[src/logic/wb_ic_pkg.sv]
/*
 * widths, bus structs, target ids and address regions shared by the
 * shared-bus wishbone interconnect and its sub-blocks
 */
`default_nettype none

package wb_ic_pkg;

  // --------------------------------------------------
  // bus geometry
  // --------------------------------------------------
  localparam int WB_AW = 32;
  localparam int WB_DW = 32;
  // one select bit per data byte
  localparam int WB_SW = 4;
  // three slaves, so two bits of target id
  localparam int TID_W = 2;
  localparam int NUM_MST = 3;
  localparam int NUM_SLV = 3;

  // decoders look at the top address nibble only
  localparam int REGION_MSB = 31;
  localparam int REGION_LSB = 28;
  localparam int RGN_W = REGION_MSB - REGION_LSB + 1;

  typedef logic [TID_W-1:0] tid_t;
  typedef logic [RGN_W-1:0] rgn_t;

  // processor map for masters 0/1, external map for master 2
  typedef enum logic {
    MAP_RISC,
    MAP_EXT
  } wb_map_e;

  // master to slave direction, tid picks the slave port
  typedef struct packed {
    logic [WB_DW-1:0] dat;
    logic [WB_AW-1:0] adr;
    logic [WB_SW-1:0] sel;
    logic             we;
    logic             cyc;
    logic             stb;
    tid_t             tid;
  } wb_req_t;

  // slave to master direction
  typedef struct packed {
    logic [WB_DW-1:0] dat;
    logic             ack;
    logic             err;
  } wb_rsp_t;

  // --------------------------------------------------
  // slave indexes
  // --------------------------------------------------
  localparam tid_t TID_FLASH = 2'd0;
  localparam tid_t TID_SDRAM = 2'd1;
  localparam tid_t TID_GLBL  = 2'd2;

  // region nibbles, processor map
  localparam rgn_t RISC_RGN_FLASH = 4'h0;
  localparam rgn_t RISC_RGN_SPI   = 4'h1;
  localparam rgn_t RISC_RGN_SDRAM = 4'h2;
  localparam rgn_t RISC_RGN_GLBL  = 4'h3;

  // region nibbles, external map; global block sits at the same place
  localparam rgn_t EXT_RGN_FLASH = 4'h4;
  localparam rgn_t EXT_RGN_SPI   = 4'h5;
  localparam rgn_t EXT_RGN_SDRAM = 4'h6;
  localparam rgn_t EXT_RGN_GLBL  = 4'h3;

endpackage

`default_nettype wire

[src/logic/wb_addr_decode.sv]
/*
 * per-master address decoder: packs the raw wishbone lines into a
 * request struct and tags it with the target slave of the chosen map
 */
`timescale 1ns/1ps
`default_nettype none

module wb_addr_decode #(
  parameter wb_ic_pkg::wb_map_e MAP = wb_ic_pkg::MAP_RISC
) (
  input  logic [wb_ic_pkg::WB_DW-1:0] wbd_dat_i,
  input  logic [wb_ic_pkg::WB_AW-1:0] wbd_adr_i,
  input  logic [wb_ic_pkg::WB_SW-1:0] wbd_sel_i,
  input  logic                        wbd_we_i,
  input  logic                        wbd_cyc_i,
  input  logic                        wbd_stb_i,
  output wb_ic_pkg::wb_req_t          req_o
);

  import wb_ic_pkg::*;

  // region table of the selected map
  localparam rgn_t RGN_FLASH = (MAP == MAP_EXT) ? EXT_RGN_FLASH : RISC_RGN_FLASH;
  localparam rgn_t RGN_SPI   = (MAP == MAP_EXT) ? EXT_RGN_SPI   : RISC_RGN_SPI;
  localparam rgn_t RGN_SDRAM = (MAP == MAP_EXT) ? EXT_RGN_SDRAM : RISC_RGN_SDRAM;
  localparam rgn_t RGN_GLBL  = (MAP == MAP_EXT) ? EXT_RGN_GLBL  : RISC_RGN_GLBL;

  rgn_t rgn;
  tid_t tid;

  assign rgn = wbd_adr_i[REGION_MSB:REGION_LSB];

  always_comb begin
    // flash and spi registers share the flash slave port
    if ((rgn == RGN_FLASH) || (rgn == RGN_SPI)) begin
      tid = TID_FLASH;
    end else if (rgn == RGN_SDRAM) begin
      tid = TID_SDRAM;
    end else if (rgn == RGN_GLBL) begin
      tid = TID_GLBL;
    end else begin
      // unmapped space falls back to flash
      tid = TID_FLASH;
    end
  end

  assign req_o = '{dat: wbd_dat_i, adr: wbd_adr_i, sel: wbd_sel_i, we: wbd_we_i,
                   cyc: wbd_cyc_i, stb: wbd_stb_i, tid: tid};

endmodule

`default_nettype wire

[src/logic/wb_rr_arbiter.sv]
/*
 * round-robin arbiter with a registered grant index; the owner keeps
 * the bus while it requests, then the next requester in order takes it
 */
`timescale 1ns/1ps
`default_nettype none

module wb_rr_arbiter #(
  parameter int NUM_REQ = 3
) (
  input  logic                       clk_i,
  input  logic                       rst_n_i,
  input  logic [NUM_REQ-1:0]         req_i,
  output logic [$clog2(NUM_REQ)-1:0] gnt_o
);

  localparam int GNT_W = $clog2(NUM_REQ);

  logic [GNT_W-1:0] gnt_q;
  logic [GNT_W-1:0] gnt_d;

  // --------------------------------------------------
  // next grant
  // --------------------------------------------------
  always_comb begin
    int cand;
    cand  = 0;
    gnt_d = gnt_q;
    // owner still busy, keep it
    if (!req_i[gnt_q]) begin
      // walk from the farthest neighbour back to the nearest one,
      // last hit wins, so the first requester after the owner gets it
      for (int k = NUM_REQ - 1; k > 0; k--) begin
        cand = (int'(gnt_q) + k) % NUM_REQ;
        if (req_i[cand]) begin
          gnt_d = GNT_W'(cand);
        end
      end
    end
  end

  // --------------------------------------------------
  // grant register
  // --------------------------------------------------
  always_ff @(posedge clk_i or negedge rst_n_i) begin
    if (!rst_n_i) begin
      // master 0 owns the bus out of reset
      gnt_q <= '0;
    end else begin
      gnt_q <= gnt_d;
    end
  end

  assign gnt_o = gnt_q;

endmodule

`default_nettype wire

[src/logic/wb_bus_switch.sv]
/*
 * shared-bus switch: arbitrates the masters, steers the granted request
 * to the slave named by its tid and returns that slave's reply
 */
`timescale 1ns/1ps
`default_nettype none

module wb_bus_switch #(
  parameter int NUM_MST = 3
) (
  input  logic                                        clk_i,
  input  logic                                        rst_n_i,
  input  wb_ic_pkg::wb_req_t [NUM_MST-1:0]            mst_req_i,
  output wb_ic_pkg::wb_rsp_t [NUM_MST-1:0]            mst_rsp_o,
  output wb_ic_pkg::wb_req_t [wb_ic_pkg::NUM_SLV-1:0] slv_req_o,
  input  wb_ic_pkg::wb_rsp_t [wb_ic_pkg::NUM_SLV-1:0] slv_rsp_i
);

  import wb_ic_pkg::*;

  localparam int GNT_W = $clog2(NUM_MST);

  logic [NUM_MST-1:0] arb_req;
  logic [GNT_W-1:0]   gnt;
  // granted request and the reply of its target
  wb_req_t            bus_req;
  wb_rsp_t            bus_rsp;

  // --------------------------------------------------
  // arbitration
  // --------------------------------------------------
  always_comb begin
    for (int m = 0; m < NUM_MST; m++) begin
      // ack closes the cycle, so drop the request in the ack cycle
      arb_req[m] = mst_req_i[m].stb & ~mst_rsp_o[m].ack;
    end
  end

  wb_rr_arbiter #(
    .NUM_REQ (NUM_MST)
  ) u_arb (
    .clk_i   (clk_i),
    .rst_n_i (rst_n_i),
    .req_i   (arb_req),
    .gnt_o   (gnt)
  );

  // --------------------------------------------------
  // master side mux
  // --------------------------------------------------
  always_comb begin
    bus_req = '0;
    for (int m = 0; m < NUM_MST; m++) begin
      if (gnt == GNT_W'(m)) begin
        bus_req = mst_req_i[m];
      end
    end
  end

  // --------------------------------------------------
  // slave side steering
  // --------------------------------------------------
  always_comb begin
    // unselected slaves see an idle bus
    slv_req_o = '0;
    bus_rsp   = '0;
    for (int s = 0; s < NUM_SLV; s++) begin
      if (bus_req.tid == TID_W'(s)) begin
        slv_req_o[s] = bus_req;
        bus_rsp      = slv_rsp_i[s];
      end
    end
  end

  // reply only to the owner, the rest get zeros
  always_comb begin
    mst_rsp_o = '0;
    for (int m = 0; m < NUM_MST; m++) begin
      if (gnt == GNT_W'(m)) begin
        mst_rsp_o[m] = bus_rsp;
      end
    end
  end

endmodule

`default_nettype wire

[src/logic/wb_slave_stage.sv]
/*
 * staging register in front of one slave port: captures a request,
 * holds it until the slave answers and replays the answer for one cycle
 */
`timescale 1ns/1ps
`default_nettype none

module wb_slave_stage (
  input  logic               clk_i,
  input  logic               rst_n_i,
  input  wb_ic_pkg::wb_req_t req_i,
  output wb_ic_pkg::wb_rsp_t rsp_o,
  output wb_ic_pkg::wb_req_t s_req_o,
  input  wb_ic_pkg::wb_rsp_t s_rsp_i
);

  import wb_ic_pkg::*;

  typedef enum logic [1:0] {
    ST_IDLE,
    ST_BUSY,
    ST_REPLY
  } stg_state_e;

  stg_state_e       state_q;
  stg_state_e       state_d;
  // captured request payload
  wb_req_t          req_q;
  // slave reply, replayed toward the switch
  logic [WB_DW-1:0] rsp_dat_q;
  logic             rsp_ack_q;
  logic             rsp_err_q;
  logic             take_req;
  logic             slv_done;

  // new request only from idle
  assign take_req = (state_q == ST_IDLE) && req_i.cyc && req_i.stb;
  // slave finished the access
  assign slv_done = (state_q == ST_BUSY) && (s_rsp_i.ack || s_rsp_i.err);

  // --------------------------------------------------
  // FSM
  // --------------------------------------------------
  always_comb begin
    state_d = state_q;
    case (state_q)
      ST_IDLE: begin
        if (take_req) begin
          state_d = ST_BUSY;
        end
      end
      ST_BUSY: begin
        if (slv_done) begin
          state_d = ST_REPLY;
        end
      end
      // the request still on the input is stale here, skip it
      default: begin
        state_d = ST_IDLE;
      end
    endcase
  end

  always_ff @(posedge clk_i or negedge rst_n_i) begin
    if (!rst_n_i) begin
      state_q   <= ST_IDLE;
      rsp_ack_q <= 1'b0;
      rsp_err_q <= 1'b0;
    end else begin
      state_q   <= state_d;
      // set for exactly the reply cycle
      rsp_ack_q <= slv_done & s_rsp_i.ack;
      rsp_err_q <= slv_done & s_rsp_i.err;
    end
  end

  // --------------------------------------------------
  // payload registers
  // --------------------------------------------------
  always_ff @(posedge clk_i) begin
    if (take_req) begin
      req_q <= req_i;
    end
    if (slv_done) begin
      rsp_dat_q <= s_rsp_i.dat;
    end
  end

  // slave side, strobes follow the busy state
  always_comb begin
    s_req_o     = req_q;
    s_req_o.cyc = (state_q == ST_BUSY);
    s_req_o.stb = (state_q == ST_BUSY);
    s_req_o.tid = '0;
  end

  assign rsp_o = '{dat: rsp_dat_q, ack: rsp_ack_q, err: rsp_err_q};

endmodule

`default_nettype wire

[src/logic/wb_interconnect.sv]
/*
 * three-master, three-slave shared-bus wishbone interconnect top;
 * flat wishbone ports outside, request/response structs inside
 */
`timescale 1ns/1ps
`default_nettype none

module wb_interconnect (
  input  logic                        clk_i,
  input  logic                        rst_n_i,

  // master 0, processor map
  input  logic [wb_ic_pkg::WB_DW-1:0] m0_wbd_dat_i,
  input  logic [wb_ic_pkg::WB_AW-1:0] m0_wbd_adr_i,
  input  logic [wb_ic_pkg::WB_SW-1:0] m0_wbd_sel_i,
  input  logic                        m0_wbd_we_i,
  input  logic                        m0_wbd_cyc_i,
  input  logic                        m0_wbd_stb_i,
  output logic [wb_ic_pkg::WB_DW-1:0] m0_wbd_dat_o,
  output logic                        m0_wbd_ack_o,
  output logic                        m0_wbd_err_o,

  // master 1, processor map
  input  logic [wb_ic_pkg::WB_DW-1:0] m1_wbd_dat_i,
  input  logic [wb_ic_pkg::WB_AW-1:0] m1_wbd_adr_i,
  input  logic [wb_ic_pkg::WB_SW-1:0] m1_wbd_sel_i,
  input  logic                        m1_wbd_we_i,
  input  logic                        m1_wbd_cyc_i,
  input  logic                        m1_wbd_stb_i,
  output logic [wb_ic_pkg::WB_DW-1:0] m1_wbd_dat_o,
  output logic                        m1_wbd_ack_o,
  output logic                        m1_wbd_err_o,

  // master 2, external map
  input  logic [wb_ic_pkg::WB_DW-1:0] m2_wbd_dat_i,
  input  logic [wb_ic_pkg::WB_AW-1:0] m2_wbd_adr_i,
  input  logic [wb_ic_pkg::WB_SW-1:0] m2_wbd_sel_i,
  input  logic                        m2_wbd_we_i,
  input  logic                        m2_wbd_cyc_i,
  input  logic                        m2_wbd_stb_i,
  output logic [wb_ic_pkg::WB_DW-1:0] m2_wbd_dat_o,
  output logic                        m2_wbd_ack_o,
  output logic                        m2_wbd_err_o,

  // slave 0, flash and spi registers
  input  logic [wb_ic_pkg::WB_DW-1:0] s0_wbd_dat_i,
  input  logic                        s0_wbd_ack_i,
  input  logic                        s0_wbd_err_i,
  output logic [wb_ic_pkg::WB_DW-1:0] s0_wbd_dat_o,
  output logic [wb_ic_pkg::WB_AW-1:0] s0_wbd_adr_o,
  output logic [wb_ic_pkg::WB_SW-1:0] s0_wbd_sel_o,
  output logic                        s0_wbd_we_o,
  output logic                        s0_wbd_cyc_o,
  output logic                        s0_wbd_stb_o,

  // slave 1, sdram
  input  logic [wb_ic_pkg::WB_DW-1:0] s1_wbd_dat_i,
  input  logic                        s1_wbd_ack_i,
  input  logic                        s1_wbd_err_i,
  output logic [wb_ic_pkg::WB_DW-1:0] s1_wbd_dat_o,
  output logic [wb_ic_pkg::WB_AW-1:0] s1_wbd_adr_o,
  output logic [wb_ic_pkg::WB_SW-1:0] s1_wbd_sel_o,
  output logic                        s1_wbd_we_o,
  output logic                        s1_wbd_cyc_o,
  output logic                        s1_wbd_stb_o,

  // slave 2, global registers
  input  logic [wb_ic_pkg::WB_DW-1:0] s2_wbd_dat_i,
  input  logic                        s2_wbd_ack_i,
  input  logic                        s2_wbd_err_i,
  output logic [wb_ic_pkg::WB_DW-1:0] s2_wbd_dat_o,
  output logic [wb_ic_pkg::WB_AW-1:0] s2_wbd_adr_o,
  output logic [wb_ic_pkg::WB_SW-1:0] s2_wbd_sel_o,
  output logic                        s2_wbd_we_o,
  output logic                        s2_wbd_cyc_o,
  output logic                        s2_wbd_stb_o
);

  import wb_ic_pkg::*;

  // decoded master requests and their replies
  wb_req_t [NUM_MST-1:0] mst_req;
  wb_rsp_t [NUM_MST-1:0] mst_rsp;
  // switch side of the staging registers
  wb_req_t [NUM_SLV-1:0] slv_req;
  wb_rsp_t [NUM_SLV-1:0] slv_rsp;
  // pad side of the staging registers
  wb_req_t [NUM_SLV-1:0] stg_req;
  wb_rsp_t [NUM_SLV-1:0] stg_rsp;

  // --------------------------------------------------
  // address decoders
  // --------------------------------------------------
  wb_addr_decode #(.MAP(MAP_RISC)) u_m0_dec (
    .wbd_dat_i (m0_wbd_dat_i),
    .wbd_adr_i (m0_wbd_adr_i),
    .wbd_sel_i (m0_wbd_sel_i),
    .wbd_we_i  (m0_wbd_we_i),
    .wbd_cyc_i (m0_wbd_cyc_i),
    .wbd_stb_i (m0_wbd_stb_i),
    .req_o     (mst_req[0])
  );

  wb_addr_decode #(.MAP(MAP_RISC)) u_m1_dec (
    .wbd_dat_i (m1_wbd_dat_i),
    .wbd_adr_i (m1_wbd_adr_i),
    .wbd_sel_i (m1_wbd_sel_i),
    .wbd_we_i  (m1_wbd_we_i),
    .wbd_cyc_i (m1_wbd_cyc_i),
    .wbd_stb_i (m1_wbd_stb_i),
    .req_o     (mst_req[1])
  );

  // master 2 sees the external map
  wb_addr_decode #(.MAP(MAP_EXT)) u_m2_dec (
    .wbd_dat_i (m2_wbd_dat_i),
    .wbd_adr_i (m2_wbd_adr_i),
    .wbd_sel_i (m2_wbd_sel_i),
    .wbd_we_i  (m2_wbd_we_i),
    .wbd_cyc_i (m2_wbd_cyc_i),
    .wbd_stb_i (m2_wbd_stb_i),
    .req_o     (mst_req[2])
  );

  // --------------------------------------------------
  // shared bus
  // --------------------------------------------------
  wb_bus_switch #(
    .NUM_MST (NUM_MST)
  ) u_switch (
    .clk_i     (clk_i),
    .rst_n_i   (rst_n_i),
    .mst_req_i (mst_req),
    .mst_rsp_o (mst_rsp),
    .slv_req_o (slv_req),
    .slv_rsp_i (slv_rsp)
  );

  assign m0_wbd_dat_o = mst_rsp[0].dat;
  assign m0_wbd_ack_o = mst_rsp[0].ack;
  assign m0_wbd_err_o = mst_rsp[0].err;
  assign m1_wbd_dat_o = mst_rsp[1].dat;
  assign m1_wbd_ack_o = mst_rsp[1].ack;
  assign m1_wbd_err_o = mst_rsp[1].err;
  assign m2_wbd_dat_o = mst_rsp[2].dat;
  assign m2_wbd_ack_o = mst_rsp[2].ack;
  assign m2_wbd_err_o = mst_rsp[2].err;

  // --------------------------------------------------
  // staging registers, one per slave
  // --------------------------------------------------
  wb_slave_stage u_s0_stage (
    .clk_i   (clk_i),
    .rst_n_i (rst_n_i),
    .req_i   (slv_req[0]),
    .rsp_o   (slv_rsp[0]),
    .s_req_o (stg_req[0]),
    .s_rsp_i (stg_rsp[0])
  );

  wb_slave_stage u_s1_stage (
    .clk_i   (clk_i),
    .rst_n_i (rst_n_i),
    .req_i   (slv_req[1]),
    .rsp_o   (slv_rsp[1]),
    .s_req_o (stg_req[1]),
    .s_rsp_i (stg_rsp[1])
  );

  wb_slave_stage u_s2_stage (
    .clk_i   (clk_i),
    .rst_n_i (rst_n_i),
    .req_i   (slv_req[2]),
    .rsp_o   (slv_rsp[2]),
    .s_req_o (stg_req[2]),
    .s_rsp_i (stg_rsp[2])
  );

  assign stg_rsp[0] = '{dat: s0_wbd_dat_i, ack: s0_wbd_ack_i, err: s0_wbd_err_i};
  assign stg_rsp[1] = '{dat: s1_wbd_dat_i, ack: s1_wbd_ack_i, err: s1_wbd_err_i};
  assign stg_rsp[2] = '{dat: s2_wbd_dat_i, ack: s2_wbd_ack_i, err: s2_wbd_err_i};

  // tid stops at the stage, slaves only get the wishbone lines
  assign s0_wbd_dat_o = stg_req[0].dat;
  assign s0_wbd_adr_o = stg_req[0].adr;
  assign s0_wbd_sel_o = stg_req[0].sel;
  assign s0_wbd_we_o  = stg_req[0].we;
  assign s0_wbd_cyc_o = stg_req[0].cyc;
  assign s0_wbd_stb_o = stg_req[0].stb;

  assign s1_wbd_dat_o = stg_req[1].dat;
  assign s1_wbd_adr_o = stg_req[1].adr;
  assign s1_wbd_sel_o = stg_req[1].sel;
  assign s1_wbd_we_o  = stg_req[1].we;
  assign s1_wbd_cyc_o = stg_req[1].cyc;
  assign s1_wbd_stb_o = stg_req[1].stb;

  assign s2_wbd_dat_o = stg_req[2].dat;
  assign s2_wbd_adr_o = stg_req[2].adr;
  assign s2_wbd_sel_o = stg_req[2].sel;
  assign s2_wbd_we_o  = stg_req[2].we;
  assign s2_wbd_cyc_o = stg_req[2].cyc;
  assign s2_wbd_stb_o = stg_req[2].stb;

endmodule

`default_nettype wire

[config.mk]
export PLATFORM = sky130hd
export DESIGN_NAME = wb_interconnect
export DESIGN_NICKNAME = d
export VERILOG_FILES = /design/src/logic/wb_ic_pkg.sv /design/src/logic/wb_addr_decode.sv /design/src/logic/wb_rr_arbiter.sv /design/src/logic/wb_bus_switch.sv /design/src/logic/wb_slave_stage.sv /design/src/logic/wb_interconnect.sv
export SDC_FILE = /design/constraint.sdc
export NUM_CORES = 1
export LEC_CHECK = 0
export ABC_AREA = 1
export ABC_CLOCK_PERIOD_IN_PS = 8100
export BUFFER_PORTS_ARGS = -buffer_cell sky130_fd_sc_hd__buf_4
export CORE_AREA = 2 2 247 249
export CTS_BUF_LIST = sky130_fd_sc_hd__clkbuf_4
export CTS_CLUSTER_DIAMETER = 60
export DETAILED_ROUTE_END_ITERATION = 6
export DIE_AREA = 0 0 249 251
export HOLD_SLACK_MARGIN = 0.08
export SETUP_SLACK_MARGIN = 0.5
export SLEW_MARGIN = 20
export SYNTH_ARGS = -nofsm -noshare
export SYNTH_HDL_FRONTEND = slang
export SYNTH_HIERARCHICAL = 1
export SYNTH_SLANG_ARGS = --single-unit
[constraint.sdc]
create_clock -name clk_i -period 8.1 [get_ports clk_i]
set_clock_uncertainty 0.05 [all_clocks]
set_input_delay 1.215 -clock clk_i [delete_from_list [all_inputs] [get_ports clk_i]]
set_output_delay 1.215 -clock clk_i [all_outputs]
set_load 0.03 [all_outputs]
==> impl_metrics.toml, run 1 <==
[timing]
min_period_ps = 5800
relSlewSlack_pct = 26.3
tightest_slew_ps = 1110
rsz0062_at_grt = "false"
hold_violations = 0
final_max_slew_viol_count = 0
period_share_pct = 71.6
setup_viol = 0
fmax_ghz = 0.172
tns_ps = 0

[detailed_routing]
drc = 0
route.vias.total = 12000
via_per_inst = 4.38
drt-wirelength-per-cell_um = 19.8
postRouteAntennaNets = 0
wl_um = 54300
drt_iter0_markers = 590
dr.pass1.iters = 5

[clock_tree]
cts.htree.levels = 3
cts_tree = "yes"
root_buffer = "clkbuf_4"
cts_num_sinks = 317
clockBufferDepth = 3
insertion_delay_ps = 810
clk_pin_slew_worst_paths_ps = 60
cts_made_buffers = 87

[power_and_ir_drop]
p_sw_share_pct = 42.5
p_clk_share_pct = 22.6
switchingPower_uw = 2600
internal-power_uw = 3520
seqPwrFrac_pct = 34.3
p_comb_share_pct = 43.1
power_leakage_uw = 0.00908
power_density_mw_per_mm2 = 302
vdd_ir_drop_max_mv = 0.174

[global_route]
grt_max_degree = 62
antenna_found_initial = 8
grt_pass1_vias = 12300
grt-ovfl-total = 0
grt_usage_pct = 16.8
grt_pass1_wl_um = 76800

[layout]
areaGrowthSynthToFinish_pct = 32.0
most-common-layout-cells = "buf_4 (646), nor2_1 (330), edfxtp_1 (303)"
layout-drive-gt1-share_pct = 42.6
layout_commonest_cell = "buf_4"
final_nets = 2212
fin_cells = 2740

[placement]
dp.cells = 2585
portBuffers = 631
hpwl_um = 40800
place_congestion = 0.849

[worst_setup_path]
worstPathRequired_ps = 6840
startpoint = "u_switch/u_arb/gnt_o[0]"
ff2ff_setup_slack_ps = 3110
worstSetupPathType = "reg -> out"
critPathMaxFanout = 61
start_kind = "flop"
endpoint = "m2_wbd_dat_o[24]"
r2r-end = "u_s0_stage/s_req_o[55]"
cp-end-kind = "output pin"
ff2ff_path_depth = 13
arrival_ps = 4530
rr_startpoint = "u_switch/u_arb/gnt_o[1]"

[floorplan]
die_h_um = 251
dieWidth_um = 249
io-pin-count = 632
die_area_mm2 = 0.0625
start_util_pct = 25.6
rows = 90
coreArea_mm2 = 0.0598

[logic_synthesis]
ys_warn_count = 6
synthCells = 1455
postSynthAreaPerCell_um2 = 10.5
syn_nets = 1774
netlist_area_mm2 = 0.0153

[min_path]
hold_class = "reg -> reg"

[status]
status = "finished, final reports clean"

[job]
drv_cap = 0
==> flip-flops by register name, indices dropped and copies added, names as in the netlist <==
name / flops
u_s0_stage/rsp_err_q: 1
u_s2_stage/s_req_o: 69
u_s2_stage/rsp_err_q: 1
u_s0_stage/rsp_dat_q: 32
u_s2_stage/rsp_dat_q: 32
u_s0_stage/state_q: 2
u_s1_stage/state_q: 2
u_s1_stage/s_req_o: 69
u_s2_stage/rsp_ack_q: 1
u_s1_stage/rsp_dat_q: 32
u_s1_stage/rsp_ack_q: 1
u_s0_stage/rsp_ack_q: 1
u_s2_stage/state_q: 2
u_s1_stage/rsp_err_q: 1
u_switch/u_arb/gnt_o: 2
u_s0_stage/s_req_o: 69
==> metal layers <==
metal  vias to the layer above  GRT usage [%]  share of wire [%]
met5                         -              0                  0
met4                         0           9.28                4.2
met3                        93           4.72                7.8
met2                       626           29.8                 51
met1                      5712           18.0                 37
li1                       5574              -                  -
==> critical path, stage by stage, from the launching register on <==
cell and delay, ps:
dfrtp_2 350, buf_4 560, nor2_2 100, buf_4 260, nand2_1 110, nand3_2 260
inv_2 210, buf_4 310, nand2_4 480, or2_2 500, nand2_1 130, nor2_1 90
buf_4 220
==> power groups by stage <==
stage               registers (uW)  logic (uW)  clock network [uW]
floorplan                     2320        1460                   0
global placement              2130        2620                   0
detailed placement            2130        2650                   0
CTS                           2100        2660                1440
global route                  2110        2820                1510
finish                        2100        2640                1380
==> worst min-delay path by stage <==
| stage | startpoint | endpoint | slack [ps] | cells after the start |
|---|---|---|---|---|
| after global placement | u_s2_stage/state_q[0] | u_s2_stage/state_q[0] | 510 | 3 |
| after detailed placement | u_s2_stage/state_q[0] | u_s2_stage/state_q[0] | 510 | 3 |
| after global routing | s0_wbd_dat_i[21] | u_s0_stage/rsp_dat_q[21] | 420 | 1 |
| after floorplan | u_s0_stage/state_q[0] | u_s0_stage/state_q[0] | 460 | 3 |
| final | u_s2_stage/state_q[0] | u_s2_stage/state_q[0] | 520 | 3 |
| after CTS | s2_wbd_dat_i[0] | u_s2_stage/rsp_dat_q[0] | 390 | 1 |
==> cell type report <==
class	instances	area [um2]
Tap cell	782	978
Sequential cell	317	9450
Clock buffer	116	871
Multi-Input combinational cell	764	3580
Inverter	76	292
Timing Repair Buffer	647	4860
Clock inverter	32	168
Antenna cell	6	15.0
Fill cell	6105	39600
==> stage by stage <==
step / setup slack [ps] / hold slack [ps] / utilization [%] / total power [uW] / instance area, um2
3_3_place_gp: 2740 / 507 / 32.0 / 4750 / 19200
6_report: 2300 / 516 / 33.8 / 6120 / 20200
5_1_grt: 1990 / 418 / 33.8 / 6450 / 20200
2_1_floorplan: 3880 / 460 / - / 3780 / 15300
4_1_cts: 2180 / 390 / 33.8 / 6210 / 20200
3_5_place_dp: 2690 / 508 / 32.0 / 4790 / 19200
==> what timing repair did <==
item,4_1_cts,5_1_grt
hold buffers,1,0
endpoints found under the hold margin,5,0
setup buffers,0,0
resized for setup,0,0
(Power assumes the default switching activity.)
==> run 2: changes to the inputs <==
--- a/config.mk
+++ b/config.mk
@@ -6,7 +6,7 @@
 export NUM_CORES = 1
 export LEC_CHECK = 0
 export ABC_AREA = 1
-export ABC_CLOCK_PERIOD_IN_PS = 8100
+export ABC_CLOCK_PERIOD_IN_PS = 5700
 export BUFFER_PORTS_ARGS = -buffer_cell sky130_fd_sc_hd__buf_4
 export CORE_AREA = 2 2 247 249
 export CTS_BUF_LIST = sky130_fd_sc_hd__clkbuf_4
==> constraint.sdc (replaced) <==
create_clock -name clk_i -period 5.7 [get_ports clk_i]
set_clock_uncertainty 0.05 [all_clocks]
set_input_delay 0.855 -clock clk_i [delete_from_list [all_inputs] [get_ports clk_i]]
set_output_delay 0.855 -clock clk_i [all_outputs]
set_load 0.03 [all_outputs]
==> run 2 against run 1 <==
Compared with the run above: utilization grew 1.6 points; die area is the same; final cell count grew 3.3%; clock power grew 49%; total power grew 44%; via count grew 2.7%; first-iteration DRC count grew 2.2%; sequential share of layout area shrank 2.1 points; global-route usage grew 0.29 points; design area grew 4.7%; critical endpoint unchanged; largest cell class unchanged.
==> impl_metrics.toml, run 2 (synthesis results as in run 1) <==
[global_route]
use_met3_pct = 4.85
busiest_layer = "met2"
grt-ovfl-total = 0
grt_pass1_wl_um = 78700
grt_util_met2_pct = 31.1
grt_max_degree = 85
grt_usage_pct = 17.1
use_met1_pct = 17.4
antenna_found_initial = 7
grt_pass1_vias = 13000

[timing]
period_share_pct = 84.7
tightest_slew_ps = 1160
relSlewSlack_pct = 22.4
hold_violations = 0
final_max_slew_viol_count = 0
setup_viol = 0
setup_ws_ps = 873
min_period_ps = 4830
rsz0062_at_grt = "false"
fmax_ghz = 0.207
fin_hold_ws_ps = 209
tns_ps = 0

[detailed_routing]
drc = 0
route.vias.total = 12300
via_per_inst = 4.36
dr.pass1.iters = 5
drt-wirelength-per-cell_um = 19.5
drt_iter0_markers = 603
postRouteAntennaNets = 0
wl_um = 55000

[worst_setup_path]
arrival_ps = 3920
cp_cell_sequence = "inv_2, nand3_1, nand3_2, inv_2, nand2_8, or2_2, nand2_1, nor2_1, buf_4"
crit_path_frequent_cell = "inv_2"
worstSetupPathType = "reg -> out"
critPathMaxFanout = 43
worstPathRequired_ps = 4800
cp_slowest_cell = "dfrtp_1"
cp-end-kind = "output pin"
start_kind = "flop"
critPathMaxStageDelay_ps = 620

[clock_tree]
clockBufferDepth = 3
clk_pin_slew_worst_paths_ps = 60
root_buffer = "clkbuf_4"
cts.htree.levels = 3
postCtsSetupBuffers = 0
cts_made_buffers = 88
insertion_delay_ps = 790
cts_num_sinks = 317
cts_tree = "yes"

[placement]
place_congestion = 0.848
dp.cells = 2586
hpwl_um = 40700
pre_cts_slack_ps = 1300
portBuffers = 631

[layout]
final_nets = 2296
layout-drive-gt1-share_pct = 41.3
areaGrowthSynthToFinish_pct = 38.1
seq_area_mm2 = 0.00945
fin_cells = 2830
layout_commonest_cell = "buf_4"
most-common-layout-cells = "buf_4 (645), nor2_1 (330), edfxtp_1 (303)"
multiInputGateArea_mm2 = 0.00359
fillCellCount = 6012

[floorplan]
die_area_mm2 = 0.0625
rows = 90
io-pin-count = 632
start_util_pct = 25.6
coreArea_mm2 = 0.0598
die_h_um = 251
dieWidth_um = 249

[min_path]
hold_class = "in -> reg"

[job]
drv_cap = 0

[power_and_ir_drop]
power_leakage_uw = 0.00948
power_density_mw_per_mm2 = 417
vdd_ir_drop_max_mv = 0.349

[status]
status = "finished, final reports clean"
run 2: changes by cell type in the layout (fill, tap and decap cells not counted), moves of 3 or more:
cell | before | now
buf_12 | 0 | 3
clkbuf_4 | 116 | 128
clkinv_1 | 19 | 15
dlygate4sd3_1 | 1 | 82
run 2: power breakdown:
| part | leakage [uW] | internal, uW | switching, uW |
|---|---|---|---|
| logic | 0.00561 | 1130 | 2650 |
| registers | 0.00322 | 2910 | 68.9 |
| clock network | 0.000659 | 1080 | 983 |
run 2: area by class of cell:
cell class | instances | area share, %
multi-input combinational | 764 | 17.0
timing repair buffer | 730 | 27.0
clock buffer | 128 | 4.54
antenna | 6 | 0.0710
inverter | 76 | 1.38
tap | 782 | 4.62
sequential | 317 | 44.7
clock inverter | 27 | 0.698
run 2: stage by stage:
step / instance area (um2) / power, uW / utilization, %
after floorplan: 15300 / 5380 / -
after global placement: 19200 / 6720 / 32.1
final: 21200 / 8820 / 35.4
after global routing: 21200 / 9310 / 35.4
after CTS: 21100 / 8960 / 35.3
after detailed placement: 19200 / 6780 / 32.1
run 2: what timing repair did:
action | in CTS | in global routing
hold buffers | 82 | 0
resized for setup | 0 | 1
setup endpoints to repair | 0 | 21
endpoints found under the hold margin | 95 | 0
run 2: routing by layer:
metal,wire [um],vias up
met3,4250,113
met1,19600,5834
met4,2660,0
li1,-,5751
met5,0,-
met2,28500,630
run 2: final timing paths:
kind | from | end | cells after the start | slack (ps)
setup reg to reg | u_switch/u_arb/gnt_o[1] | u_s0_stage/s_req_o[64] | 11 | 1550
hold reg to reg | u_s2_stage/state_q[0] | u_s2_stage/state_q[0] | 3 | 520
hold / removal | s2_wbd_dat_i[29] | u_s2_stage/rsp_dat_q[29] | 1 | 210
min in group asynchronous | rst_n_i | u_s1_stage/rsp_err_q | 2 | 410
max in group asynchronous | rst_n_i | u_s0_stage/state_q[0] | 2 | 4970
setup / recovery | u_switch/u_arb/gnt_o[1] | m2_wbd_dat_o[24] | 9 | 870
run 2: critical path, delay by kind of cell (launching register included):
kind	cells	cell delay, ps
and+or+nand+nor	6	1420
DFF	1	620
buffers and inverters	3	1050
==> run 3: changes to the inputs <==
--- a/config.mk
+++ b/config.mk
@@ -6,13 +6,13 @@
 export NUM_CORES = 1
 export LEC_CHECK = 0
 export ABC_AREA = 1
-export ABC_CLOCK_PERIOD_IN_PS = 5700
+export ABC_CLOCK_PERIOD_IN_PS = 4300
 export BUFFER_PORTS_ARGS = -buffer_cell sky130_fd_sc_hd__buf_4
-export CORE_AREA = 2 2 247 249
+export CORE_AREA = 2 2 245 247
 export CTS_BUF_LIST = sky130_fd_sc_hd__clkbuf_4
 export CTS_CLUSTER_DIAMETER = 60
 export DETAILED_ROUTE_END_ITERATION = 6
-export DIE_AREA = 0 0 249 251
+export DIE_AREA = 0 0 247 249
 export HOLD_SLACK_MARGIN = 0.08
 export SETUP_SLACK_MARGIN = 0.5
 export SLEW_MARGIN = 20
==> constraint.sdc (replaced) <==
create_clock -name clk_i -period 4.3 [get_ports clk_i]
set_clock_uncertainty 0.05 [all_clocks]
set_input_delay 0.645 -clock clk_i [delete_from_list [all_inputs] [get_ports clk_i]]
set_output_delay 0.645 -clock clk_i [all_outputs]
set_load 0.03 [all_outputs]
==> run 3 against run 2 <==
Compared with the run above: final cell count rose by 2.2%; sequential share of layout area is 1.8 points lower; via count is 5.2% higher; total power is 35% higher; highest routed layer is now met5; worst setup slack worse by 230 ps; largest cell class unchanged; register-to-register slack worse by 620 ps.
==> impl_metrics.toml, run 3 (synthesis results as in run 1) <==
[worst_setup_path]
worstPathRequired_ps = 3610
critPathMaxFanout = 12
ff2ff_path_depth = 12
rr_startpoint = "u_switch/u_arb/gnt_o[0]"
cp-end-kind = "output pin"
arrival_ps = 2960
worstSetupPathType = "reg -> out"
start_kind = "flop"
r2r-end = "u_s0_stage/s_req_o[59]"
ff2ff_setup_slack_ps = 930

[global_route]
grt_pass1_vias = 13300
grt_usage_pct = 18.4
grt-ovfl-total = 0
antenna_found_initial = 9
grt_pass1_wl_um = 82300
grt_max_degree = 73

[status]
status = "finished, final reports clean"

[layout]
final_util_pct = 37.5
multiInputGateArea_mm2 = 0.00368
fillCellCount = 5830
fin_cells = 2891
seq_area_mm2 = 0.00945
layout_commonest_cell = "buf_4"
most-common-layout-cells = "buf_4 (681), nor2_1 (330), edfxtp_1 (303)"
layout-drive-gt1-share_pct = 42.4
areaGrowthSynthToFinish_pct = 43.8
final_nets = 2378

[timing]
setup_viol = 0
fmax_ghz = 0.274
setup_ws_ps = 648
period_share_pct = 84.9
hold_violations = 0
rsz0062_at_grt = "true"
tightest_slew_ps = 1090
fin_hold_ws_ps = 200
final_max_slew_viol_count = 0
tns_ps = 0
min_period_ps = 3650
relSlewSlack_pct = 27.3

[floorplan]
die_h_um = 249
rows = 89
dieWidth_um = 247
die_area_mm2 = 0.0615
coreArea_mm2 = 0.0587
io-pin-count = 632
start_util_pct = 26.1

[placement]
dp.cells = 2591
pre_cts_slack_ps = 511
place_congestion = 0.844
hpwl_um = 42500
portBuffers = 631

[clock_tree]
cts_made_buffers = 86
cts_tree = "yes"
cts.htree.levels = 3
clk_pin_slew_worst_paths_ps = 60
insertion_delay_ps = 780
clockBufferDepth = 3
cts_num_sinks = 317
root_buffer = "clkbuf_4"

[min_path]
hold_class = "in -> reg"
whs_path_depth = 3
hp-start = "m2_wbd_dat_i[31]"
hold_end = "u_s2_stage/s_req_o[72]"

[power_and_ir_drop]
power_density_mw_per_mm2 = 541
power_leakage_uw = 0.00990
vdd_ir_drop_max_mv = 0.398

[detailed_routing]
drt_iter0_markers = 717
via_per_inst = 4.49
drt-wirelength-per-cell_um = 20.7
route.vias.total = 13000
wl_um = 59900
dr.pass1.iters = 5
postRouteAntennaNets = 0
drc = 0

[job]
drv_cap = 0
-- run 3: changes by cell type in the layout (fill, tap and decap cells not counted), moves of 4 or more --
cell	previous run	this run
nand3_1	38	34
buf_12	3	12
clkinvlp_4	3	7
dlygate4sd3_1	82	112
buf_4	645	681
clkbuf_4	128	116
-- run 3: where the power goes --
part	leakage, uW	switching, uW	internal, uW
clock	0.000604	1280	1310
sequential	0.00321	110	3860
combinational	0.00608	3620	1760
total	0.00990	5010	6920
-- run 3: metal layers --
layer / global-route usage [%] / vias up / share of wire, %
li1: - / 5908 / -
met1: 19.7 / 6228 / 36
met2: 34.0 / 700 / 52
met3: 3.84 / 131 / 7.7
met4: 9.16 / 4 / 4.2
met5: 0 / - / 0.045
-- run 3: critical path, cell delays in order (launching register included) --
cell and delay, ps:
dfrtp_4 550, nor2_4 170, nand2_4 150, nand3_4 170
buf_4 190, nor2_4 60, buf_12 150, nand2_1 70
nand3_1 150, nor2_1 280, buf_4 220
-- run 3: how the worst max path moves through the flow --
stage | startpoint | depth (start not counted) | slack (ps) | end
2_1_floorplan | m1_wbd_adr_i[30] | 13 | 650 | u_s2_stage/s_req_o[10]
3_3_place_gp | m1_wbd_adr_i[31] | 12 | 560 | m0_wbd_dat_o[10]
3_5_place_dp | m1_wbd_adr_i[30] | 12 | 510 | m0_wbd_dat_o[10]
4_1_cts | u_switch/u_arb/gnt_o[1] | 9 | 470 | m2_wbd_dat_o[26]
5_1_grt | u_switch/u_arb/gnt_o[0] | 9 | 470 | m0_wbd_dat_o[31]
6_report | u_switch/u_arb/gnt_o[0] | 10 | 650 | m2_wbd_dat_o[26]
-- run 3: repair_timing --
action	CTS	global route
gates resized for setup	17	14
setup endpoints to repair	102	135
pin swaps	6	5
hold endpoints to repair	146	0
cloned	4	2
hold buffers	112	0
buffers inserted	13	22
-- run 3: final cells by class --
cell class                      count  area share, %
Clock inverter                     27          0.693
Timing Repair Buffer              811           29.9
Inverter                           76           1.40
Antenna cell                        4         0.0454
Multi-Input combinational cell    767           16.7
Sequential cell                   317           42.9
Tap cell                          773           4.39
Clock buffer                      116           3.95
-- run 3: metrics by stage --
step                      power, uW  area [um2]
after global placement         8940       19300
after detailed placement       9010       19300
after global routing          12500       22000
final                         11900       22000
after CTS                     11900       21700
after floorplan                7130       15300
